File: config.mk
export PLATFORM = sky130hd
export DESIGN_NAME = sim_periph
export DESIGN_NICKNAME = d
export VERILOG_FILES = /design/src/hw/mm_ram_pkg.sv /design/src/hw/sim_periph.sv
export VERILOG_INCLUDE_DIRS = /design/src /design/src/hw
export SDC_FILE = /design/constraint.sdc
export NUM_CORES = 1
export LEC_CHECK = 0
export ABC_AREA = 1
export BUFFER_PORTS_ARGS = -buffer_cell sky130_fd_sc_hd__buf_4
export CAP_MARGIN = 0
export CORE_AREA = 4 4 108 110
export CTS_BUF_LIST = sky130_fd_sc_hd__clkbuf_2 sky130_fd_sc_hd__clkbuf_4 sky130_fd_sc_hd__clkbuf_8
export DETAILED_ROUTE_END_ITERATION = 12
export DIE_AREA = 0 0 112 114
export PLACE_DENSITY = 0.73
export SYNTH_ARGS = -nofsm -noshare
export SYNTH_HDL_FRONTEND = slang
export SYNTH_SLANG_ARGS = --single-unit
File: constraint.sdc
create_clock -name clk_i -period 10.5 [get_ports clk_i]
set_input_delay 1.575 -clock clk_i [delete_from_list [all_inputs] [get_ports clk_i]]
set_output_delay 1.575 -clock clk_i [all_outputs]
set_load 0.02 [all_outputs]
File: src/hw/mm_ram_consts.svh
// memory subsystem constants
// RAM size and the pseudo-peripheral address map
`ifndef MM_RAM_CONSTS_SVH
`define MM_RAM_CONSTS_SVH

// byte address width of the shared RAM, 64 KiB
`define MM_RAM_ADDR_WIDTH 16

// number of 32-bit words in the RAM
`define MM_RAM_WORDS (1 << (`MM_RAM_ADDR_WIDTH - 2))

// test-status register, a write of the pass magic sets pass
`define MM_STATUS_ADDR 32'h2000_0000

// exit register, a write pulses exit valid
`define MM_EXIT_ADDR 32'h2000_0004

// timer compare register
`define MM_TIMER_ADDR 32'h1500_0000

// status value that signals a passing test
`define MM_PASS_MAGIC 32'd123456789

`endif

File: src/hw/mm_ram_pkg.sv
// memory subsystem types
// vector typedefs shared by the RTL blocks and the testbench
`include "mm_ram_consts.svh"

package mm_ram_pkg;

    // one bus data word
    typedef logic [31:0] word_t;

    // bus byte address
    typedef logic [31:0] addr_t;

    // byte enables, one per byte lane of word_t
    typedef logic [3:0] be_t;

    // word index into the RAM array, byte offset dropped
    typedef logic [`MM_RAM_ADDR_WIDTH-3:0] ram_idx_t;

endpackage

File: src/hw/sim_periph.sv
// simulation pseudo-peripherals
// test status flags, exit register and a compare timer with interrupt
`timescale 1ns/100ps
`include "mm_ram_consts.svh"

module sim_periph import mm_ram_pkg::*; (
    input  logic  clk_i,
    input  logic  reset_i,
    input  logic  periph_we_i,
    input  addr_t periph_addr_i,
    input  word_t periph_wdata_i,
    output logic  tests_passed_o,
    output logic  tests_failed_o,
    output logic  exit_valid_o,
    output word_t exit_value_o,
    output logic  irq_timer_o
);

    logic  status_we;
    logic  exit_we;
    logic  timer_we;
    logic  passed_q;
    logic  failed_q;
    logic  exit_valid_q;
    word_t exit_value_q;
    word_t timer_cmp_q;
    word_t timer_cnt_q;
    logic  irq_q;

    assign status_we = periph_we_i && (periph_addr_i == `MM_STATUS_ADDR);
    assign exit_we   = periph_we_i && (periph_addr_i == `MM_EXIT_ADDR);
    assign timer_we  = periph_we_i && (periph_addr_i == `MM_TIMER_ADDR);

    // each status write sets its flag, both stay set until reset
    always_ff @(posedge clk_i) begin
        if (reset_i) begin
            passed_q <= 1'b0;
            failed_q <= 1'b0;
        end else if (status_we) begin
            if (periph_wdata_i == `MM_PASS_MAGIC) begin
                passed_q <= 1'b1;
            end else begin
                failed_q <= 1'b1;
            end
        end
    end

    // exit strobe lasts one cycle
    always_ff @(posedge clk_i) begin
        if (reset_i) begin
            exit_valid_q <= 1'b0;
        end else begin
            exit_valid_q <= exit_we;
        end
    end

    always_ff @(posedge clk_i) begin
        if (exit_we) begin
            exit_value_q <= periph_wdata_i;
        end
    end

    // counter stops once the interrupt is up, compare of zero disables
    always_ff @(posedge clk_i) begin
        if (reset_i) begin
            timer_cmp_q <= '0;
            timer_cnt_q <= '0;
            irq_q       <= 1'b0;
        end else if (timer_we) begin
            timer_cmp_q <= periph_wdata_i;
            timer_cnt_q <= '0;
            irq_q       <= 1'b0;
        end else if ((timer_cmp_q != '0) && !irq_q) begin
            timer_cnt_q <= timer_cnt_q + 32'd1;
            if (timer_cnt_q + 32'd1 == timer_cmp_q) begin
                irq_q <= 1'b1;
            end
        end
    end

    assign tests_passed_o = passed_q;
    assign tests_failed_o = failed_q;
    assign exit_valid_o   = exit_valid_q;
    assign exit_value_o   = exit_value_q;
    assign irq_timer_o    = irq_q;

    a_single_verdict: assert property (
        @(posedge clk_i) disable iff (reset_i)
        !(tests_passed_o && tests_failed_o)
    ) else $error("sim_periph: pass and fail both set");

endmodule

==> reports/qor.txt <==
Max incr delay on CP - 0.45 ns
Final setup vio count - 0
Post-Layout Cell Count - 973
Post-synthesis xor/xnor area fraction - 2.81%
P_leak - 0.00259 uW
Worst-margin pin slew - 0.752 ns
Htree depth - 3
Overall power - 692 uW
Mux contribution to synthesized area - 0%
Total grt overflow - 0
Most frequent cells in the layout - nand2_1, buf_4, nor2_1, inv_1, dfxtp_1
Number of DRC markers in iteration 0 - 402
Largest family of logic cells by synthesized area - simple AND/OR/NAND/NOR gates
DRC errors left - 0
Post-Synth Simple-Gate Area - 32.5%
Outcome - completed
Antenna cell count - 0
Worst R2R Path Depth - 10
Min Clock Period, post-route - 3.74 ns
Horiz. Die Dim - 112 um
Total Wirelength - 14100 um
Worst flop-to-flop path endpoint - timer_cnt_q[16]
Synth top area cells - dfxtp_1, edfxtp_1, nand2_1
Main synth FF type - dfxtp_1
Distinct cells, synth - 31
Vias - 5079
Worst setup path startpoint - periph_addr_i[9]
CTS tree - built
Power Dens Cells - 109 nW/um2
Routed wire per std cell - 14.5 um
Netlist Area Pre-Place - 5210 um2
FMAX - 267 MHz
Fraction of layout cells with a size suffix above 1 - 17.5%
Most common cell after layout, fill and taps aside - nand2_1
Seq/Total Area, Yosys - 44.6%
Root buffer cell - clkbuf_8
Flip-flop and latch count after synthesis - 100
DR pass1 iterations - 6
Pin count of the biggest net entering global routing - 57
Nets - 896
CTS buffer count - 9
Starting Density - 48.7%
Fin Setup TNS - 0 ns
IO Count - 103
Slew headroom - 49.8%
FF+latch area - 2320 um2
Core Region - 10700 um2
Synth-to-layout area growth - 21.5%
RSZ-0062 raised after global routing - false
# Post-CTS Setup Buffers - 0
CP startpoint kind - input port
Syn Inst Count - 729
Setup WS post-layout - 6.76 ns
Synthesized net count - 797
Die H - 114 um
Mapped Avg Cell Area - 7.14 um2
Post-synthesis compound-gate area fraction - 12.7%
Hold Crit Class - reg2reg
Hold Buf Count CTS - 0
Worst-path clk slew - 0.10 ns
Detailed placer's ending HPWL - 11000 um
Gpl congestion - 0.898
Slowest stage cell, crit path - inv_1
Post-CTS sizing - 0
Multi-input logic area - 2520 um2
PortBufs - 102
Post-Place Worst Slack - 6.36 ns
Synth area leader - dfxtp_1
Crit Path Category - in2reg
Final Slew Violations - 0
CP required - 10.74 ns
Max VDD drop - 64.7 uV
MaxCap Viol Count - 0
Final hold violations - 0
Synth warn - 0
Post-Synth Adder-Cell Area - 0.240%
Top-area cell type share of the netlist area - 26.1%
Fraction of registers with async set/reset - 0%
Clock buffer depth - 2
DR vias/cell - 5.22
Post-synth EDFFs - 32
DIE AREA - 12800 um2
Tot GR Track Use - 22.5%
Layout fillers - 965
Tcrit/Tclk final - 35.6%
Setup crit end - timer_cnt_q[22]
Critical Path Fanout Max - 56
FP Rows - 38
Worst R2R Start - timer_cmp_q[31]
Placed cell count - 956
Cells along the critical path - buf_4, nor4_1, nand4_1, nor2_1, nand2_1, buf_4, nand2_1, inv_1, o21ai_0, a31oi_1
DRT antenna net count - 0
CTS Sinks - 100
Worst hold slack - 0.495 ns
Worst setup EP type - flop
CP arrival - 3.98 ns
Initial antenna violation count - 0
Clock latency on the worst-skew pair - 0.38 ns
Clock Skews - 0.0100 ns
Vias in the first global route - 4961
First-pass GRT wire length - 23200 um
R2R Setup Slk - 8.06 ns
## cells in the mapped netlist, types with 4 or more instances
| library cell | instances |
|---|---|
| nand2_2 | 8 |
| o21ai_0 | 56 |
| nor3_1 | 4 |
| nand3_1 | 56 |
| a21oi_1 | 56 |
| nor2_1 | 94 |
| clkbuf_1 | 18 |
| xor2_1 | 7 |
| a211oi_1 | 7 |
| inv_1 | 78 |
| nor4_1 | 11 |
| nor2_4 | 5 |
| a31oi_1 | 5 |
| edfxtp_1 | 32 |
| dfxtp_1 | 68 |
| nand2_1 | 198 |
## logic make-up after synthesis
logic type               count (synthesis)
XOR/XNOR                                12
AND/OR/NAND/NOR                        390
flip-flops                             100
adder cells (fa/ha/maj)                  1
AO/OA/AOI/OAI                          126
buffers and inverters                  100
## worst min-delay path by stage
stage / end / depth (start not counted) / from
after floorplan: timer_cmp_q[13] / 2 / timer_cmp_q[13]
after global placement: tests_passed_o / 2 / tests_passed_o
after detailed placement: tests_passed_o / 2 / tests_passed_o
after CTS: tests_passed_o / 2 / tests_passed_o
after global routing: timer_cmp_q[16] / 2 / timer_cmp_q[16]
final: tests_passed_o / 2 / tests_passed_o
## report_power, final
part           internal, uW  switching (uW)  total, uW
Combinational          18.5            15.1       33.7
Clock                   114             147        261
Sequential              398      0.00000206        398
Total                   530             162        692
## metrics by stage
stage | area [um2] | utilization [%]
2_1_floorplan | 5210 | -
3_3_place_gp | 6110 | 57.1
3_5_place_dp | 6110 | 57.1
4_1_cts | 6320 | 59.1
5_1_grt | 6330 | 59.2
6_report | 6330 | 59.2
## routing by layer
layer	GRT usage [%]	wire length [um]	up-vias
met5	0	0	-
met4	7.05	298	0
met3	5.62	1010	25
met2	36.5	6510	192
met1	29.8	6330	2287
li1	-	-	2575
## flip-flops by register name, summed over array words and instances (netlist names)
name and cells:
tests_passed_o 1, timer_cmp_q 32, exit_value_o 32, irq_timer_o 1, exit_valid_o 1, tests_failed_o 1, timer_cnt_q 32
## critical path: cells and delay by family
| family | cells | cell delay, ns |
|---|---|---|
| buf+inv | 3 | 0.84 |
| compound gates | 2 | 0.27 |
| simple gates | 5 | 1.28 |
## cell type report
cell class | count | share of cell area [%]
Multi-Input combinational cell | 529 | 39.8
Sequential cell | 100 | 36.7
Clock buffer | 9 | 1.96
Inverter | 82 | 4.86
Clock inverter | 7 | 1.30
Tap cell | 140 | 2.77
Timing Repair Buffer | 106 | 12.6
(Power assumes the default switching activity.)
