**src/hw/mm_ram_consts.svh**
```systemverilog
// memory subsystem constants
// RAM size and the pseudo-peripheral address map
`ifndef MM_RAM_CONSTS_SVH
`define MM_RAM_CONSTS_SVH

// byte address width of the shared RAM, 64 KiB
`define MM_RAM_ADDR_WIDTH 16

// number of 32-bit words in the RAM
`define MM_RAM_WORDS (1 << (`MM_RAM_ADDR_WIDTH - 2))

// test-status register, a write of the pass magic sets pass
`define MM_STATUS_ADDR 32'h2000_0000

// exit register, a write pulses exit valid
`define MM_EXIT_ADDR 32'h2000_0004

// timer compare register
`define MM_TIMER_ADDR 32'h1500_0000

// status value that signals a passing test
`define MM_PASS_MAGIC 32'd123456789

`endif

```
**src/hw/mm_ram_pkg.sv**
```systemverilog
// memory subsystem types
// vector typedefs shared by the RTL blocks and the testbench
`include "mm_ram_consts.svh"

package mm_ram_pkg;

    // one bus data word
    typedef logic [31:0] word_t;

    // bus byte address
    typedef logic [31:0] addr_t;

    // byte enables, one per byte lane of word_t
    typedef logic [3:0] be_t;

    // word index into the RAM array, byte offset dropped
    typedef logic [`MM_RAM_ADDR_WIDTH-3:0] ram_idx_t;

endpackage

```
**src/hw/ram_port_if.sv**
```systemverilog
// one access port of the shared RAM
// requester drives the access, memory returns registered read data
`timescale 1ns/100ps

interface ram_port_if import mm_ram_pkg::*; ();

    logic     en;
    logic     we;
    be_t      be;
    ram_idx_t idx;
    word_t    wdata;
    word_t    rdata;

    // held by the port responders
    modport req (
        output en, we, be, idx, wdata,
        input  rdata
    );

    // held by the RAM
    modport mem (
        input  en, we, be, idx, wdata,
        output rdata
    );

endinterface

```
**src/hw/instr_port.sv**
```systemverilog
// instruction fetch responder
// grants every fetch, reads the RAM and answers one cycle later
`timescale 1ns/100ps
`include "mm_ram_consts.svh"

module instr_port import mm_ram_pkg::*; (
    input  logic    clk_i,
    input  logic    reset_i,
    input  logic    instr_req_i,
    input  addr_t   instr_addr_i,
    output logic    instr_gnt_o,
    output logic    instr_rvalid_o,
    output word_t   instr_rdata_o,
    ram_port_if.req ram
);

    logic in_range;
    logic rvalid_q;
    logic in_range_q;

    // address lies inside the RAM when the upper bits are clear
    assign in_range = (instr_addr_i[31:`MM_RAM_ADDR_WIDTH] == '0);

    // no wait states on the fetch side
    assign instr_gnt_o = instr_req_i;

    // read-only use of the RAM port
    assign ram.en    = instr_req_i && in_range;
    assign ram.we    = 1'b0;
    assign ram.be    = '0;
    assign ram.idx   = instr_addr_i[`MM_RAM_ADDR_WIDTH-1:2];
    assign ram.wdata = '0;

    always_ff @(posedge clk_i) begin
        if (reset_i) begin
            rvalid_q   <= 1'b0;
            in_range_q <= 1'b0;
        end else begin
            rvalid_q   <= instr_req_i;
            in_range_q <= instr_req_i && in_range;
        end
    end

    assign instr_rvalid_o = rvalid_q;
    // out-of-range fetches read back as zero
    assign instr_rdata_o  = in_range_q ? ram.rdata : '0;

    // the RAM index drops the byte offset, so fetches must be word aligned
    a_fetch_aligned: assert property (
        @(posedge clk_i) disable iff (reset_i)
        instr_req_i |-> (instr_addr_i[1:0] == 2'b00)
    ) else $error("instr_port: misaligned fetch at %h", instr_addr_i);

endmodule

```
**src/flat_wrapper.sv**
```systemverilog
// flat-port wrapper written by rule: the top's interface ports become plain ports
module instr_port_flat import mm_ram_pkg::*;
  (clk_i, reset_i, instr_req_i, instr_addr_i, instr_gnt_o, instr_rvalid_o, instr_rdata_o, ram_en, ram_we, ram_be, ram_idx, ram_wdata, ram_rdata);
  ram_port_if ram_i ();
  input  logic clk_i;
  input  logic reset_i;
  input  logic instr_req_i;
  input  addr_t instr_addr_i;
  output logic instr_gnt_o;
  output logic instr_rvalid_o;
  output word_t instr_rdata_o;
  output wire logic [$bits(ram_i.en)-1:0] ram_en;
  output wire logic [$bits(ram_i.we)-1:0] ram_we;
  output wire logic [$bits(ram_i.be)-1:0] ram_be;
  output wire logic [$bits(ram_i.idx)-1:0] ram_idx;
  output wire logic [$bits(ram_i.wdata)-1:0] ram_wdata;
  input wire logic [$bits(ram_i.rdata)-1:0] ram_rdata;
  assign ram_en = ram_i.en;
  assign ram_we = ram_i.we;
  assign ram_be = ram_i.be;
  assign ram_idx = ram_i.idx;
  assign ram_wdata = ram_i.wdata;
  assign ram_i.rdata = ram_rdata;
  instr_port u_core (.clk_i(clk_i), .reset_i(reset_i), .instr_req_i(instr_req_i), .instr_addr_i(instr_addr_i), .instr_gnt_o(instr_gnt_o), .instr_rvalid_o(instr_rvalid_o), .instr_rdata_o(instr_rdata_o), .ram(ram_i));
endmodule
```
**config.mk**
```make
export PLATFORM = sky130hd
export DESIGN_NAME = instr_port_flat
export DESIGN_NICKNAME = d
export VERILOG_FILES = /design/src/hw/mm_ram_pkg.sv /design/src/hw/ram_port_if.sv /design/src/hw/instr_port.sv /design/src/flat_wrapper.sv
export VERILOG_INCLUDE_DIRS = /design/src /design/src/hw
export SDC_FILE = /design/constraint.sdc
export NUM_CORES = 1
export LEC_CHECK = 0
export CAP_MARGIN = 5
export CORE_AREA = 2 2 60 62
export CTS_CLUSTER_DIAMETER = 100
export DETAILED_ROUTE_END_ITERATION = 10
export DIE_AREA = 0 0 62 64
export DONT_BUFFER_PORTS = 1
export GPL_ROUTABILITY_DRIVEN = 0
export PLACE_DENSITY = 0.38
export RECOVER_POWER = 25
export SLEW_MARGIN = 20
export SYNTH_ARGS = -nofsm -noshare
export SYNTH_HDL_FRONTEND = slang
export SYNTH_SLANG_ARGS = --single-unit
```
**constraint.sdc**
```tcl
create_clock -name clk_i -period 2.7 [get_ports clk_i]
set_clock_uncertainty 0.2 [all_clocks]
set_input_delay 0 -clock clk_i [delete_from_list [all_inputs] [get_ports clk_i]]
set_output_delay 0 -clock clk_i [all_outputs]
set_load 0.05 [all_outputs]
```
==> flow_metrics.env, run 1 <==
export IMPL_status="finished clean"
export IMPL_cp_required_ns=2.67
export IMPL_core_um2=3280
export IMPL_synth_cell_types=11
export IMPL_synth_area_um2=707
export IMPL_fin_crit_sh_pct=82.5
export IMPL_dp_hpwl_mm=1.37
export IMPL_tns_ns=0
export IMPL_placedCellCount=127
export IMPL_regArea_um2=40.0
export IMPL_netlist_top_cells_area="buf_4, and2_1, dfxtp_1"
export IMPL_port_buffers=0
export IMPL_hold_viol=0
export IMPL_clkSinkCount=2
export IMPL_seq_power_share_pct=12.0
export IMPL_die_x_um=62
export IMPL_cp_max_fo=2
export IMPL_fp_dieH_um=64
export IMPL_syn2layout_area_growth_pct=3.89
export IMPL_vias=544
export IMPL_cts_setup_buffers=0
export IMPL_post_drt_wl_per_cell_um=11.7
export IMPL_startpoint="instr_addr_i[30]"
export IMPL_io_pins=153
export IMPL_antenna_cells=0
export IMPL_ir_drop_uv=156
export IMPL_grt_pass1_wl_mm=2.04
export IMPL_viasPerCell=3.63
export IMPL_whs_ns=0.000630
export IMPL_grt_max_degree=33
export IMPL_critPathKind="in2reg"
export IMPL_avgSynthCellArea_um2=7.14
export IMPL_grt_use_met1_pct=6.67
export IMPL_min_period_ns=2.23
export IMPL_synth_top_family_by_area="buffers and inverters"
export IMPL_crit_path_end_kind="flop"
export IMPL_clock_power_share_pct=24.1
export IMPL_die_area_um2=3970
export IMPL_antenna_found_initial=0
export IMPL_combPwrFrac_pct=63.9
export IMPL_multiInputGateArea_um2=407
export IMPL_cts_root_buf="clkbuf_4"
export IMPL_grt_use_met2_pct=13.2
export IMPL_drtPass1Iterations=4
export IMPL_final_max_slew_viol_count=0
export IMPL_p_leak_nw=0.346
export IMPL_p_sw_w=0.000182
export IMPL_track_usage_pct=6.97
export IMPL_setup_viol=0
export IMPL_min_path_type="in2out"
export IMPL_num_nets_final=173
export IMPL_start_kind="input port"
export IMPL_tightest_slew_ns=0.686
export IMPL_rsz0062_at_grt="false"
export IMPL_ant_nets=0
export IMPL_n_fill_cell=366
export IMPL_syn_inst=99
export IMPL_htree_levels=1
export IMPL_clkTransAtPathRegs_ns=0.03
export IMPL_instances_no_fill=150
export IMPL_drive_above_1_share_pct=5.77
export IMPL_max_freq_mhz=449
export IMPL_arrival_ns=2.19
export IMPL_muxShareOfSynthArea_pct=0
export IMPL_cts_tree="done"
export IMPL_drv_cap=0
export IMPL_cts_buffer_depth=2
export IMPL_cellPowerDensity_nw_per_um2=384
export IMPL_synth_xor_area_share_pct=0
export IMPL_rows=21
export IMPL_remaining_drc_errors=0
export IMPL_internal_power_w=0.0000999
export IMPL_synth_compound_area_share_pct=0
export IMPL_synth_top_area_cell="buf_4"
export IMPL_synth_simple_area_share_pct=37.0
export IMPL_max_slew_margin_pct=54.2
export IMPL_grt_pass1_vias=427
export IMPL_start_util_pct=21.5
export IMPL_drtIter0Drc=13
export IMPL_overflow=0
export IMPL_ys_seq_area_share_pct=5.66
export IMPL_grt_busiest_layer="met2"
export IMPL_yosys_warnings=0
export IMPL_switching_share_pct=64.6
export IMPL_met3_usage_pct=2.23
export IMPL_cts_made_buffers=3
export IMPL_synth_fa_ha_area_share_pct=0
export IMPL_synth_top_cell_area_share_pct=55.2
export IMPL_synth_seq_cells=2
export IMPL_drt_wl_total_mm=1.76
export IMPL_min_from="instr_addr_i[28]"
[cell usage in the layout, fill, tap and decap left out, drive strengths merged]
master / netlist / layout
conb: 1 / 37
and2: 32 / 32
dlygate4sd3: 0 / 20
clkbuf: 3 / 3
nor4: 3 / 3
nor2: 2 / 2
dfxtp: 2 / 2
nor4b: 1 / 1
nand4: 1 / 1
nor2b: 1 / 1
or4: 1 / 1
buf: 52 / 1
[path summary, 6_finish.rpt]
kind                            to  slack (ns)  cells past startpoint
max   u_core.in_range_q$_SDFF_PP0_        0.47                      5
min                         ram_en      0.0006                      2
[worst max-delay path, stage by stage]
cell and delay [ns]:
dlygate4sd3_1 0.54, or4_1 0.45, dlygate4sd3_1 0.57, nor2_1 0.08, dlygate4sd3_1 0.55
[Yosys cell counts]
master	number
buf_4	52
and2_1	32
clkbuf_1	3
nor4_1	3
dfxtp_1	2
nor2_1	2
conb_1	1
nand4_1	1
nor2b_1	1
nor4b_2	1
or4_1	1
[power by group through the flow]
stage / registers, W / logic (W) / clock network (W)
finish: 0.0000340 / 0.000180 / 0.0000679
global route: 0.0000343 / 0.000185 / 0.0000729
CTS: 0.0000342 / 0.000179 / 0.0000693
detailed placement: 0.0000345 / 0.000114 / 0
global placement: 0.0000345 / 0.000114 / 0
floorplan: 0.0000340 / 0.000216 / 0
[layer usage]
metal	part of all wire [%]	vias up
li1	-	227
met1	28	239
met2	56	76
met3	15	2
met4	0.80	0
met5	0	-
[cell type report]
cell class,instances,area share [%]
clock buffer,3,3.07
multi-input combinational,78,55.4
sequential,2,5.45
tap,46,7.84
timing repair buffer,21,28.3
[kinds of logic after synthesis]
logic type	Yosys count
simple gates	41
flops	2
buf+inv	55
other cells	1
[state kept, by name, indices dropped and copies added, names as in the netlist]
name,count
u_core.instr_rvalid_o,1
u_core.in_range_q,1
[repair_timing]
item / in CTS / in global routing
hold buffers: 20 / 0
endpoints found under the setup margin: 0 / 0
resized for setup: 0 / 0
endpoints found under the hold margin: 17 / 0
[through the flow]
step                setup WS (ns)  utilization, %  area [um^2]  power [W]
finish                      0.473            22.4          734   0.000282
global route                0.394            22.4          734   0.000292
CTS                         0.518            22.4          734   0.000282
detailed placement           1.15            15.6          512   0.000148
global placement             1.22            15.6          512   0.000148
floorplan                   0.653               -          842   0.000250
Note: power is estimated with default switching activity, not from simulation.
==> run 2, diff against run 1 <==
==> constraint.sdc (replaced) <==
create_clock -name clk_i -period 2.3 [get_ports clk_i]
set_clock_uncertainty 0.2 [all_clocks]
set_input_delay 0 -clock clk_i [delete_from_list [all_inputs] [get_ports clk_i]]
set_output_delay 0 -clock clk_i [all_outputs]
set_load 0.05 [all_outputs]
==> run 2 against run 1 <==
- clock power grew 18%
- wire length about the same
- critical path depth down 4
- sequential share of layout area increased by 0.075 points
- hold slack about the same
- global-route usage did not move
- non-clock buffer count decreased by 1
- sequential power grew 17%
- utilization decreased by 0.30 points
- worst setup slack gained 0.084 ns
- highest routed layer unchanged
==> flow_metrics.env, run 2 (synthesized netlist as in run 1, its figures left out) <==
export IMPL_tightest_slew_ns=0.686
export IMPL_overflow=0
export IMPL_crit_chain="and2_1"
export IMPL_switching_share_pct=64.7
export IMPL_p_leak_nw=0.345
export IMPL_cts_setup_buffers=0
export IMPL_arrival_ns=1.54
export IMPL_cts_made_buffers=3
export IMPL_remaining_drc_errors=0
export IMPL_cts_root_buf="clkbuf_4"
export IMPL_die_area_um2=3970
export IMPL_antenna_cells=0
export IMPL_dp_hpwl_mm=1.37
export IMPL_cpPeakStageDelay_ns=0.75
export IMPL_drtPass1Iterations=4
export IMPL_max_slew_margin_pct=54.2
export IMPL_rsz0062_at_grt="false"
export IMPL_grt_pass1_wl_mm=2.04
export IMPL_setup_viol=0
export IMPL_cts_tree="done"
export IMPL_vias=541
export IMPL_viasPerCell=3.63
export IMPL_critPathTopFamily="flip-flops"
export IMPL_num_nets_final=172
export IMPL_cp_max_fo=32
export IMPL_max_freq_mhz=574
export IMPL_rows=21
export IMPL_start_kind="flop"
export IMPL_track_usage_pct=6.97
export IMPL_fin_crit_sh_pct=75.8
export IMPL_port_buffers=0
export IMPL_postCtsResizedCells=0
export IMPL_drive_above_1_share_pct=5.83
export IMPL_final_max_slew_viol_count=0
export IMPL_antenna_found_initial=0
export IMPL_min_path_type="in2out"
export IMPL_status="finished clean"
export IMPL_tns_ns=0
export IMPL_critPathKind="reg2out"
export IMPL_crit_path_end_kind="primary output"
export IMPL_layout_common_cells="conb_1, and2_1, dlygate4sd3_1"
export IMPL_drv_cap=0
export IMPL_post_drt_wl_per_cell_um=11.8
export IMPL_cts_buffer_depth=2
export IMPL_htree_levels=1
export IMPL_cellPowerDensity_nw_per_um2=457
export IMPL_core_um2=3280
export IMPL_cp_slowest_cell="dfxtp_1"
export IMPL_start_util_pct=21.5
export IMPL_syn2layout_area_growth_pct=2.48
export IMPL_die_x_um=62
export IMPL_ant_nets=0
export IMPL_combPwrFrac_pct=63.8
export IMPL_seq_power_share_pct=12.1
export IMPL_cp_required_ns=2.10
export IMPL_p_sw_w=0.000214
export IMPL_grt_max_degree=33
export IMPL_worst_path_buf_inv=0
export IMPL_drtIter0Drc=15
export IMPL_clkSinkCount=2
export IMPL_grt_pass1_vias=427
export IMPL_ir_drop_uv=184
export IMPL_io_pins=153
export IMPL_hold_viol=0
export IMPL_internal_power_w=0.000117
export IMPL_fp_dieH_um=64
export IMPL_clkTransAtPathRegs_ns=0.03
export IMPL_drt_wl_total_mm=1.76
export IMPL_final_common_cell="conb_1"
export IMPL_clock_power_share_pct=24.1
export IMPL_min_period_ns=1.74
export IMPL_final_util_pct=22.1
-- run 2: cell types whose count changed in the layout (fill, tap and decap cells not counted) --
cell and delta:
dlygate4sd3_1 -1
-- run 2: through the flow --
step,area (um^2),instances,hold slack [ns],power [W],worst slack (ns)
detailed placement,512,127,-0.200,0.000174,0.747
global placement,512,127,-0.200,0.000174,0.816
global route,724,149,0.00903,0.000342,0.375
CTS,734,150,0.00141,0.000331,0.118
floorplan,842,135,-0.128,0.000293,0.253
finish,724,149,0.000131,0.000331,0.557
-- run 2: path summary, 6_finish.rpt --
kind | endpoint | startpoint | depth (start not counted)
setup / recovery | instr_rdata_o[17] | u_core.in_range_q$_SDFF_PP0_ | 1
hold / removal | ram_en | instr_addr_i[28] | 2
-- run 2: cell type report --
type	count	area, um^2
fillers	367	2560
multi-input cells	78	407
repair buffers	20	198
well taps	46	57.6
flip-flops and latches	2	40.0
clock buffers	3	22.5
-- run 2: timing repair --
item,CTS,global route
endpoints found under the hold margin,17,0
hold buffers,20,0
endpoints found under the setup margin,0,1
-- run 2: power by group through the flow --
stage,combinational (W),clock [W],sequential (W)
finish,0.000211,0.0000798,0.0000399
global route,0.000216,0.0000856,0.0000403
floorplan,0.000253,0,0.0000399
detailed placement,0.000134,0,0.0000405
CTS,0.000210,0.0000813,0.0000401
global placement,0.000134,0,0.0000405
-- run 2: per-layer routing --
layer | track usage, % | up-vias | share of wire (%)
met2 | 13.2 | 76 | 56
met3 | 2.23 | 2 | 15
met4 | 2.39 | 0 | 0.80
li1 | - | 225 | -
met5 | 0 | - | 0
met1 | 6.67 | 238 | 28
