[src/hw/mm_ram_consts.svh]
// memory subsystem constants
// RAM size and the pseudo-peripheral address map
`ifndef MM_RAM_CONSTS_SVH
`define MM_RAM_CONSTS_SVH

// byte address width of the shared RAM, 64 KiB
`define MM_RAM_ADDR_WIDTH 16

// number of 32-bit words in the RAM
`define MM_RAM_WORDS (1 << (`MM_RAM_ADDR_WIDTH - 2))

// test-status register, a write of the pass magic sets pass
`define MM_STATUS_ADDR 32'h2000_0000

// exit register, a write pulses exit valid
`define MM_EXIT_ADDR 32'h2000_0004

// timer compare register
`define MM_TIMER_ADDR 32'h1500_0000

// status value that signals a passing test
`define MM_PASS_MAGIC 32'd123456789

`endif

[src/hw/mm_ram_pkg.sv]
// memory subsystem types
// vector typedefs shared by the RTL blocks and the testbench
`include "mm_ram_consts.svh"

package mm_ram_pkg;

    // one bus data word
    typedef logic [31:0] word_t;

    // bus byte address
    typedef logic [31:0] addr_t;

    // byte enables, one per byte lane of word_t
    typedef logic [3:0] be_t;

    // word index into the RAM array, byte offset dropped
    typedef logic [`MM_RAM_ADDR_WIDTH-3:0] ram_idx_t;

endpackage

[src/hw/ram_port_if.sv]
// one access port of the shared RAM
// requester drives the access, memory returns registered read data
`timescale 1ns/100ps

interface ram_port_if import mm_ram_pkg::*; ();

    logic     en;
    logic     we;
    be_t      be;
    ram_idx_t idx;
    word_t    wdata;
    word_t    rdata;

    // held by the port responders
    modport req (
        output en, we, be, idx, wdata,
        input  rdata
    );

    // held by the RAM
    modport mem (
        input  en, we, be, idx, wdata,
        output rdata
    );

endinterface

[src/hw/data_port.sv]
// data bus responder
// decodes RAM, peripheral and unmapped space and returns the response
`timescale 1ns/100ps
`include "mm_ram_consts.svh"

module data_port import mm_ram_pkg::*; (
    input  logic    clk_i,
    input  logic    reset_i,
    input  logic    data_req_i,
    input  addr_t   data_addr_i,
    input  logic    data_we_i,
    input  be_t     data_be_i,
    input  word_t   data_wdata_i,
    output logic    data_gnt_o,
    output logic    data_rvalid_o,
    output word_t   data_rdata_o,
    ram_port_if.req ram,
    output logic    periph_we_o,
    output addr_t   periph_addr_o,
    output word_t   periph_wdata_o
);

    logic is_ram;
    logic is_periph;
    logic rvalid_q;
    logic ram_rd_q;

    // region decode
    assign is_ram    = (data_addr_i[31:`MM_RAM_ADDR_WIDTH] == '0);
    assign is_periph = (data_addr_i == `MM_STATUS_ADDR) ||
                       (data_addr_i == `MM_EXIT_ADDR)   ||
                       (data_addr_i == `MM_TIMER_ADDR);

    // every request is taken in the cycle it appears
    assign data_gnt_o = data_req_i;

    // RAM side
    assign ram.en    = data_req_i && is_ram;
    assign ram.we    = data_we_i;
    assign ram.be    = data_be_i;
    assign ram.idx   = data_addr_i[`MM_RAM_ADDR_WIDTH-1:2];
    assign ram.wdata = data_wdata_i;

    // peripheral side only sees writes, reads there return zero
    assign periph_we_o    = data_req_i && data_we_i && is_periph;
    assign periph_addr_o  = data_addr_i;
    assign periph_wdata_o = data_wdata_i;

    // remember whether the response carries RAM read data
    always_ff @(posedge clk_i) begin
        if (reset_i) begin
            rvalid_q <= 1'b0;
            ram_rd_q <= 1'b0;
        end else begin
            rvalid_q <= data_req_i;
            ram_rd_q <= data_req_i && is_ram && !data_we_i;
        end
    end

    assign data_rvalid_o = rvalid_q;
    // writes, peripheral reads and unmapped reads answer with zero
    assign data_rdata_o  = ram_rd_q ? ram.rdata : '0;

    a_write_has_bytes: assert property (
        @(posedge clk_i) disable iff (reset_i)
        (data_req_i && data_we_i) |-> (data_be_i != '0)
    ) else $error("data_port: write with no byte enables at %h", data_addr_i);

endmodule

[src/flat_wrapper.sv]
// flat-port wrapper written by rule: the top's interface ports become plain ports
module data_port_flat import mm_ram_pkg::*;
  (clk_i, reset_i, data_req_i, data_addr_i, data_we_i, data_be_i, data_wdata_i, data_gnt_o, data_rvalid_o, data_rdata_o, periph_we_o, periph_addr_o, periph_wdata_o, ram_en, ram_we, ram_be, ram_idx, ram_wdata, ram_rdata);
  ram_port_if ram_i ();
  input  logic clk_i;
  input  logic reset_i;
  input  logic data_req_i;
  input  addr_t data_addr_i;
  input  logic data_we_i;
  input  be_t data_be_i;
  input  word_t data_wdata_i;
  output logic data_gnt_o;
  output logic data_rvalid_o;
  output word_t data_rdata_o;
  output logic periph_we_o;
  output addr_t periph_addr_o;
  output word_t periph_wdata_o;
  output wire logic [$bits(ram_i.en)-1:0] ram_en;
  output wire logic [$bits(ram_i.we)-1:0] ram_we;
  output wire logic [$bits(ram_i.be)-1:0] ram_be;
  output wire logic [$bits(ram_i.idx)-1:0] ram_idx;
  output wire logic [$bits(ram_i.wdata)-1:0] ram_wdata;
  input wire logic [$bits(ram_i.rdata)-1:0] ram_rdata;
  assign ram_en = ram_i.en;
  assign ram_we = ram_i.we;
  assign ram_be = ram_i.be;
  assign ram_idx = ram_i.idx;
  assign ram_wdata = ram_i.wdata;
  assign ram_i.rdata = ram_rdata;
  data_port u_core (.clk_i(clk_i), .reset_i(reset_i), .data_req_i(data_req_i), .data_addr_i(data_addr_i), .data_we_i(data_we_i), .data_be_i(data_be_i), .data_wdata_i(data_wdata_i), .data_gnt_o(data_gnt_o), .data_rvalid_o(data_rvalid_o), .data_rdata_o(data_rdata_o), .ram(ram_i), .periph_we_o(periph_we_o), .periph_addr_o(periph_addr_o), .periph_wdata_o(periph_wdata_o));
endmodule
[config.mk]
export PLATFORM = sky130hd
export DESIGN_NAME = data_port_flat
export DESIGN_NICKNAME = d
export VERILOG_FILES = /design/src/hw/mm_ram_pkg.sv /design/src/hw/ram_port_if.sv /design/src/hw/data_port.sv /design/src/flat_wrapper.sv
export VERILOG_INCLUDE_DIRS = /design/src /design/src/hw
export SDC_FILE = /design/constraint.sdc
export NUM_CORES = 1
export LEC_CHECK = 0
export ABC_AREA = 1
export BUFFER_PORTS_ARGS = -buffer_cell sky130_fd_sc_hd__buf_4
export CAP_MARGIN = 15
export CORE_AREA = 4 4 96 98
export CTS_CLUSTER_SIZE = 25
export DETAILED_ROUTE_END_ITERATION = 8
export DIE_AREA = 0 0 100 102
export PLACE_DENSITY = 0.66
export RECOVER_POWER = 25
export SYNTH_ARGS = -nofsm -noshare
export SYNTH_HDL_FRONTEND = slang
export SYNTH_SLANG_ARGS = --single-unit
[constraint.sdc]
create_clock -name clk_i -period 0.8 [get_ports clk_i]
set_input_delay 0.08 -clock clk_i [delete_from_list [all_inputs] [get_ports clk_i]]
set_output_delay 0.08 -clock clk_i [all_outputs]
set_load 0.1 [all_outputs]
==> summary.txt, run 1 <==
Outcome
  • Status: complete, but fails checks
  • Failing checks: negative setup slack

Final layout
  • Fill cells: 866
  • Area Overhead vs Synth: 103%
  • # diodes: 0
  • Filler-free cell count of the finished design: 419
  • Nets: 417
  • Layout cells sized above 1: 91.3%
  • Sequential cell area: 45.0 um^2
  • Area of the multi-input gates: 532 um^2

Clock network
  • H-tree Lvls: 1
  • CTS tree: done
  • Root buffer cell: clkbuf_8
  • Hold Buf Count CTS: 0
  • Clock Tree Buf Depth: 2
  • Clock sinks: 2
  • Inserted Clock Buffers: 3
  • Clock slew at reported path FFs: 0.03 ns

Yosys
  • Area leader, netlist: buf_4
  • Post-synth cell types: 12
  • Syn_area_per_cell: 5.77 um^2
  • Cell area after synthesis: 1440 um^2
  • YS warnings: 0
  • Syn Inst Count: 249
  • #FFs+latches synth: 2
  • Synth top area cells: buf_4 61%, inv_1 13%, nand2_1 12%, nor2_1 5.2%, dfxtp_1 2.8%
  • Syn Nets: 353
  • Post-synthesis sequential area ratio: 2.79%
  • Top-area cell type share of the netlist area: 60.6%

Critical path
  • Slowest cell on crit path: dfxtp_4
  • Critical Path End Type: output port
  • Crit path DAT: 1.09 ns
  • Critical Path RT: 0.72 ns
  • Max incr delay on CP: 0.36 ns
  • CP Class: flip-flop to output port
  • Crit-path cells: buf_4 > nand2_2 > clkinvlp_4 > buf_12
  • Startpoint types: flip-flop
  • CP max FO: 7

Route
  • Initial DRC count: 8
  • DRC errors left: 0
  • Drt via density: 3.57
  • Vias post-DR: 1497
  • Pre-antenna DRT Iters: 2
  • Post-DR wirelength/cell: 12.2 um
  • Post-DRT Antenna Nets: 0
  • WL final: 5.10 mm

Timing
  • Fin crit share: 147%
  • Post-route setup slack: -0.375 ns
  • Final Hold Viols: 0
  • Slew @ Worst Pin: 0.286 ns
  • Min cycle time layout: 1.17 ns
  • Relative slew slack: 81.1%
  • # setup viols final: 34
  • RSZ-0062 raised after global routing: true
  • F_max: 0.851 GHz
  • Count of final max-slew check failures: 0

Die
  • Std cell rows: 34
  • DIE AREA: 10200 um^2
  • Initial Utilization: 17.0%
  • Die width: 100 um
  • Chip Height: 102 um
  • Core Area: 8470 um^2
  • I/O pin total: 255

Placed design
  • GP Congestion: 0.683
  • Worst slack, placed: -0.362 ns
  • PortBufs: 150
  • Placed cell count: 415
  • Post-DP HPWL: 4.26 mm

Pwr
  • Pwr/cell area: 758 nW/um^2
  • VDD IR max: 0.441 mV
  • LEAKAGE: 1.26 nW

Hold path
  • Hold depth: 2
  • Worst hold path type: input pin to flip-flop

GRT
  • Vias in the first global route: 1587
  • Initial antenna violation count: 0
  • Largest net degree at the start of global routing: 16
  • First-pass GRT wire length: 7.18 mm
  • GR Util All Layers: 8.78%
  • Gr ovfl total: 0

Run
  • Count of max-cap constraint violations: 0
## registers in the layout (all words and copies together), names as in the netlist
signal / flops
u_core.data_rvalid_o: 1
u_core.ram_rd_q: 1
## per-stage QoR
| stage | hold slack, ns | power, mW | util (%) | instance area, um^2 | setup TNS [ns] |
|---|---|---|---|---|---|
| floorplan | 0.145 | 2.92 | - | 1680 | -7.37 |
| global placement | 0.161 | 1.73 | 26.6 | 2250 | -9.29 |
| detailed placement | 0.161 | 1.74 | 26.6 | 2250 | -9.56 |
| CTS | 0.0418 | 2.19 | 33.2 | 2810 | -12.28 |
| global route | 0.0467 | 2.31 | 34.5 | 2920 | -13.43 |
| finish | 0.0464 | 2.21 | 34.5 | 2920 | -11.69 |
## cells by family after synthesis
group,synth area share [%]
buf+inv,74.7
simple gates,22.5
flops,2.79
## layout make-up
class,count,area share [%]
tap,108,4.63
multi-input combinational,78,18.2
sequential,2,1.54
timing repair buffer,178,62.9
clock buffer,3,1.42
inverter,50,11.3
## power breakdown
part           leakage (nW)  switching [mW]  internal [mW]
clock network        0.0216          0.0720          0.317
logic                  1.22            1.21          0.505
registers            0.0175         0.00233          0.101
total                  1.26            1.29          0.923
## layer usage
metal	track usage, %	vias up	routed length (um)
met5	0	-	0
met4	1.24	0	2
met3	6.42	2	879
met2	15.8	155	2610
met1	8.31	630	1600
li1	-	710	-
## critical path: cells and delay by family, from the launching register on
kind	cells	cell delay [ns]
DFF	1	0.36
buffers and inverters	3	0.44
and+or+nand+nor	1	0.08
## worst paths after layout
kind | startpoint | end | slack, ns
worst max-delay path | u_core.ram_rd_q | data_rdata_o[5] | -0.37
worst min-delay path | reset_i | u_core.data_rvalid_o | 0.05
## placed cells by master, fill, tap and decap left out, drive strengths merged
| master | netlist | routed |
|---|---|---|
| buf | 119 | 178 |
| nand2 | 47 | 47 |
| clkinvlp | 0 | 33 |
| nor2 | 24 | 24 |
| inv | 50 | 17 |
| clkbuf | 0 | 3 |
| nand3 | 3 | 3 |
| nand3b | 2 | 2 |
| dfxtp | 2 | 2 |
| and2 | 1 | 1 |
| or2 | 1 | 1 |
## synth_stat cells
| cell | instances |
|---|---|
| and2_1 | 1 |
| buf_2 | 3 |
| buf_4 | 116 |
| dfxtp_1 | 2 |
| inv_1 | 50 |
| nand2_1 | 47 |
| nand3_1 | 2 |
| nand3_2 | 1 |
| nand3b_1 | 2 |
| nor2_1 | 20 |
| nor2_2 | 4 |
| or2_1 | 1 |
## repair_timing
item / 4_1_cts / 5_1_grt
buffers inserted: 1 / 1
resized for setup: 130 / 31
pin swaps: 5 / 16
setup endpoints to repair: 35 / 36
(Power assumes the default switching activity.)
==> run 2, diff against run 1 <==
--- a/config.mk
+++ b/config.mk
@@ -13,6 +13,7 @@
 export CTS_CLUSTER_SIZE = 25
 export DETAILED_ROUTE_END_ITERATION = 8
 export DIE_AREA = 0 0 100 102
+export MAX_ROUTING_LAYER = met4
 export PLACE_DENSITY = 0.66
 export RECOVER_POWER = 25
 export SYNTH_ARGS = -nofsm -noshare
==> run 2 against run 1 <==
Net effect: the flow still finishes with violations (negative setup slack); combinational power hardly changed; sequential share of layout area unchanged; sequential cell count unchanged; maximum frequency unchanged; power hardly changed; utilization stayed put; setup slack stayed put; wire length is essentially flat; hold slack stayed put; via count shrank 0.20%; highest routed layer is now met3.
==> summary.txt, run 2 (same netlist as run 1, synthesis figures left out) <==
Pwr
  • Reg power frac: 4.7% (about the same)
  • Sw Share: 58.3% (about the same)
  • Pwr Total: 2.21 mW (about the same)
  • Net Switching: 1.29 mW (about the same)
  • Clock power share: 17.6% (about the same)
  • Internal power: 0.923 mW (about the same)
  • LEAKAGE: 1.26 nW (unchanged)
  • Combinational share of power: 77.7% (about the same)
  • VDD IR max: 0.441 mV (+0.18%)
  • Pwr/cell area: 758 nW/um^2 (about the same)

GRT
  • First-pass GRT wire length: 7.18 mm (unchanged)
  • GR Util All Layers: 9.04% (+0.27 points)
  • Vias in the first global route: 1587 (unchanged)
  • Gr ovfl total: 0 (unchanged)
  • Initial antenna violation count: 0 (unchanged)
  • Largest net degree at the start of global routing: 16 (unchanged)

Critical path
  • Crit-path cells: buf_4 > nand2_2 > clkinvlp_4 > buf_12
  • Critical Path End Type: output port
  • CP Class: flip-flop to output port
  • Crit path DAT: 1.09 ns (about the same)
  • CP max FO: 7 (unchanged)
  • Critical path buffers and inverters: 3 (unchanged)
  • Slowest cell on crit path: dfxtp_4
  • Startpoint types: flip-flop
  • Critical Path RT: 0.72 ns (about the same)
  • Max incr delay on CP: 0.36 ns (about the same)
  • Critical path's top delay family: buffers and inverters
  • WP depth: 4 (unchanged)

Placed design
  • GP Congestion: 0.690 (+1.0%)
  • Placed cell count: 415 (unchanged)
  • PortBufs: 150 (unchanged)
  • Post-DP HPWL: 4.26 mm (unchanged)

Route
  • Drt via density: 3.57 (-0.20%)
  • Vias post-DR: 1494 (-0.20%)
  • Post-DRT Antenna Nets: 0 (unchanged)
  • WL final: 5.10 mm (about the same)
  • DRC errors left: 0 (unchanged)
  • Initial DRC count: 8 (unchanged)
  • Pre-antenna DRT Iters: 2 (unchanged)
  • Post-DR wirelength/cell: 12.2 um (about the same)

Outcome
  • Status: complete, but fails checks
  • Failing checks: negative setup slack

Clock network
  • Inserted Clock Buffers: 3 (unchanged)
  • Clock slew at reported path FFs: 0.03 ns (about the same)
  • Root buffer cell: clkbuf_8
  • CTS tree: done
  • Clock Tree Buf Depth: 2 (unchanged)
  • H-tree Lvls: 1 (unchanged)
  • Clock sinks: 2 (unchanged)

Final layout
  • Fill cells: 866 (unchanged)
  • Sequential cell area: 45.0 um^2 (unchanged)
  • Commonest non-fill, non-tap cell in the layout: buf_4
  • Fin util: 34.5% (unchanged)
  • Layout cells sized above 1: 91.3% (unchanged)
  • # diodes: 0 (unchanged)
  • Filler-free cell count of the finished design: 419 (unchanged)
  • Nets: 417 (unchanged)
  • Area Overhead vs Synth: 103% (unchanged)
  • Area of the multi-input gates: 532 um^2 (unchanged)
  • Most frequent cells in the layout: 129 x buf_4, 37 x nand2_2, 36 x buf_12, 33 x clkinvlp_4, 13 x buf_6

Timing
  • RSZ-0062 raised after global routing: true
  • Fin crit share: 147% (unchanged)
  • Count of final max-slew check failures: 0 (unchanged)
  • # setup viols final: 34 (unchanged)
  • Hold WS: 0.0464 ns (unchanged)
  • Relative slew slack: 81.1% (about the same)
  • Min cycle time layout: 1.17 ns (unchanged)
  • Post-route setup slack: -0.375 ns (unchanged)
  • Slew @ Worst Pin: 0.286 ns (-0.0000623 ns)
  • Final Hold Viols: 0 (unchanged)
  • F_max: 0.851 GHz (unchanged)

Die
  • I/O pin total: 255 (unchanged)
  • Initial Utilization: 17.0% (unchanged)
  • Std cell rows: 34 (unchanged)
  • Die width: 100 um (unchanged)
  • Chip Height: 102 um (unchanged)
  • DIE AREA: 10200 um^2 (unchanged)
  • Core Area: 8470 um^2 (unchanged)

Run
  • Count of max-cap constraint violations: 0 (unchanged)

Hold path
  • Hold depth: 2 (unchanged)
  • Worst hold path type: input pin to flip-flop
==> run 2: routing by layer <==
layer | vias up | routed length (um) | track usage [%]
li1 | 710 | - | -
met1 | 629 | 1690 | 8.88
met2 | 155 | 2620 | 15.8
met3 | 0 | 790 | 5.46
met4 | 0 | 0 | 1.24
met5 | - | 0 | -
==> run 2: power by group through the flow <==
stage / sequential [mW] / combinational, mW / clock (mW)
detailed placement: 0.106 / 1.64 / 0
finish: 0.103 / 1.72 / 0.390
floorplan: 0.125 / 2.80 / 0
global route: 0.103 / 1.78 / 0.428
global placement: 0.106 / 1.63 / 0
CTS: 0.103 / 1.68 / 0.410
==> run 2: timing repair <==
| item | CTS | global route |
|---|---|---|
| pin swaps | 5 | 16 |
| endpoints found under the setup margin | 35 | 36 |
| buffers inserted | 1 | 1 |
| gates resized for setup | 130 | 31 |
| hold buffers | 0 | 0 |
==> run 2: worst paths after layout <==
path                   startpoint                    to  slack (ns)
setup / recovery  u_core.ram_rd_q       data_rdata_o[5]       -0.37
hold / removal            reset_i  u_core.data_rvalid_o        0.05
==> run 2: layout make-up <==
cell class                 count  area share (%)
sequential                     2            1.54
clock buffer                   3            1.42
timing repair buffer         178            62.9
inverter                      50            11.3
tap                          108            4.63
multi-input combinational     78            18.2
==> run 2: metrics by stage <==
stage | TNS [ns] | setup slack, ns | instance area (um^2)
floorplan | -7.37 | -0.228 | 1680
finish | -11.69 | -0.375 | 2920
CTS | -12.28 | -0.393 | 2810
global route | -13.43 | -0.432 | 2920
detailed placement | -9.56 | -0.362 | 2250
global placement | -9.29 | -0.358 | 2250
==> run 3, diff against run 2 <==
--- a/config.mk
+++ b/config.mk
@@ -14,7 +14,7 @@
 export DETAILED_ROUTE_END_ITERATION = 8
 export DIE_AREA = 0 0 100 102
 export MAX_ROUTING_LAYER = met4
-export PLACE_DENSITY = 0.66
+export PLACE_DENSITY = 0.61
 export RECOVER_POWER = 25
 export SYNTH_ARGS = -nofsm -noshare
 export SYNTH_HDL_FRONTEND = slang
==> run 3 against run 2 <==
Net effect: the flow still finishes with violations (negative setup slack); final cell count down 0.24%; setup slack better by 0.0088 ns; first-iteration DRC count unchanged; combinational power about the same; sequential power about the same; critical path type unchanged; largest cell class unchanged; highest routed layer is now met4.
==> summary.txt, run 3 (same netlist as run 1, synthesis figures left out) <==
Critical path
  • CP Class: flip-flop to output port
  • Crit path DAT: 1.09 ns (about the same)
  • Critical Path End Type: output port
  • Critical Path RT: 0.72 ns (about the same)
  • Critical Path Start: u_core.ram_rd_q
  • CP max FO: 15 (+8)
  • Startpoint types: flip-flop

GRT
  • First-pass GRT wire length: 7.54 mm (+5.1%)
  • Gr ovfl total: 0 (unchanged)
  • Initial antenna violation count: 0 (unchanged)
  • GR Util All Layers: 9.37% (+0.32 points)
  • Vias in the first global route: 1629 (+2.6%)
  • Largest net degree at the start of global routing: 16 (unchanged)

Pwr
  • LEAKAGE: 1.24 nW (-1.1%)
  • Internal power: 0.936 mW (+1.4%)
  • Reg power frac: 4.6% (about the same)
  • VDD IR max: 0.462 mV (+4.7%)
  • Net Switching: 1.28 mW (-0.52%)
  • Pwr/cell area: 757 nW/um^2 (-0.10%)
  • Sw Share: 57.8% (-0.47 points)
  • Combinational share of power: 77.6% (about the same)
  • Clock power share: 17.8% (+0.2 points)

Placed design
  • GP Congestion: 0.672 (-2.7%)
  • Placed cell count: 412 (-0.72%)
  • Placed inst area: 2240 um^2 (-0.44%)
  • Post-DP HPWL: 4.13 mm (-2.9%)
  • PortBufs: 150 (unchanged)

Hold path
  • Hold Startpoint: reset_i
  • Worst hold path type: input pin to flip-flop

Outcome
  • Status: complete, but fails checks
  • Failing checks: negative setup slack

Final layout
  • Fin area: 2930 um^2 (+0.39%)
  • Most frequent cells in the layout: 122 x buf_4, 37 x nand2_2, 37 x buf_12, 33 x clkinvlp_4, 16 x buf_6
  • Commonest non-fill, non-tap cell in the layout: buf_4
  • # diodes: 0 (unchanged)
  • Nets: 416 (-0.24%)
  • Area Overhead vs Synth: 104%
  • Fin util: 34.6% (+0.13 points)
  • Filler-free cell count of the finished design: 418 (-0.24%)
  • Layout cells sized above 1: 91.3% (about the same)

Timing
  • Fin crit share: 146% (-1.1 points)
  • Count of final max-slew check failures: 0 (unchanged)
  • Hold WS: 0.0341 ns (-0.0123 ns)
  • # setup viols final: 34 (unchanged)
  • Final Hold Viols: 0 (unchanged)
  • F_max: 0.858 GHz (+0.76%)
  • Post-route setup slack: -0.366 ns (+0.00884 ns)
  • Final setup TNS: -11.32 ns (+0.370 ns)
  • Relative slew slack: 81.3% (+0.19 points)
  • Slew @ Worst Pin: 0.283 ns (-0.00281 ns)
  • Min cycle time layout: 1.17 ns (-0.00884 ns)
  • RSZ-0062 raised after global routing: true

Die
  • Die width: 100 um (unchanged)
  • DIE AREA: 10200 um^2 (unchanged)
  • I/O pin total: 255 (unchanged)
  • Core Area: 8470 um^2 (unchanged)
  • Chip Height: 102 um (unchanged)
  • Initial Utilization: 17.0% (unchanged)
  • Std cell rows: 34 (unchanged)

Route
  • DRC errors left: 0 (unchanged)
  • WL final: 4.93 mm (-3.3%)
  • Vias post-DR: 1486 (-0.54%)
  • Drt via density: 3.56 (-0.30%)
  • Initial DRC count: 8 (unchanged)
  • Pre-antenna DRT Iters: 4 (+2)
  • Post-DR wirelength/cell: 11.8 um (-3.1%)
  • Post-DRT Antenna Nets: 0 (unchanged)

Clock network
  • H-tree Lvls: 1 (unchanged)
  • Clock sinks: 2 (unchanged)
  • CTS tree: done
  • Hold Buf Count CTS: 0 (unchanged)
  • Inserted Clock Buffers: 3 (unchanged)
  • Clock Tree Buf Depth: 2 (unchanged)
  • Clock slew at reported path FFs: 0.03 ns (about the same)
  • Root buffer cell: clkbuf_8

Run
  • Count of max-cap constraint violations: 0 (unchanged)
==> run 3: path summary, 6_finish.rpt <==
check	end	slack [ns]	cells after the start
hold / removal	u_core.data_rvalid_o	0.03	2
setup / recovery	data_rdata_o[11]	-0.37	4
==> run 3: repair_timing <==
action	in CTS	in global routing
setup endpoints to repair	36	35
gates resized for setup	134	29
pin swaps	16	17
setup buffers	2	2
==> run 3: area by class of cell <==
cell class	instances	area, um^2
clock buffers	3	41.3
fillers	838	5540
inverters	50	324
multi-input cells	78	517
flip-flops and latches	2	45.0
well taps	108	135
repair buffers	177	1870
==> run 3: per-stage QoR <==
stage | power [mW] | setup WS (ns)
detailed placement | 1.75 | -0.373
global placement | 1.74 | -0.360
floorplan | 2.92 | -0.228
global route | 2.31 | -0.411
finish | 2.22 | -0.366
CTS | 2.20 | -0.373
==> run 3: power by group through the flow <==
stage | Clock (mW) | Sequential, mW | Combinational (mW)
floorplan | 0 | 0.125 | 2.80
global placement | 0 | 0.105 | 1.63
detailed placement | 0 | 0.106 | 1.64
CTS | 0.409 | 0.103 | 1.69
global route | 0.423 | 0.103 | 1.79
finish | 0.394 | 0.103 | 1.72
==> run 3: metal layers <==
| layer | GRT usage (%) | vias up | share of wire, % |
|---|---|---|---|
| li1 | - | 706 | - |
| met1 | 8.88 | 620 | 32 |
| met2 | 16.3 | 158 | 51 |
| met3 | 5.60 | 2 | 17 |
| met4 | 2.38 | 0 | 0.45 |
| met5 | - | - | 0 |
==> run 3: worst max-delay path: stages, from the launching register on <==
cell	delay, ns
dfxtp_4	0.35
buf_12	0.16
nand2_2	0.09
clkinvlp_4	0.10
buf_12	0.17
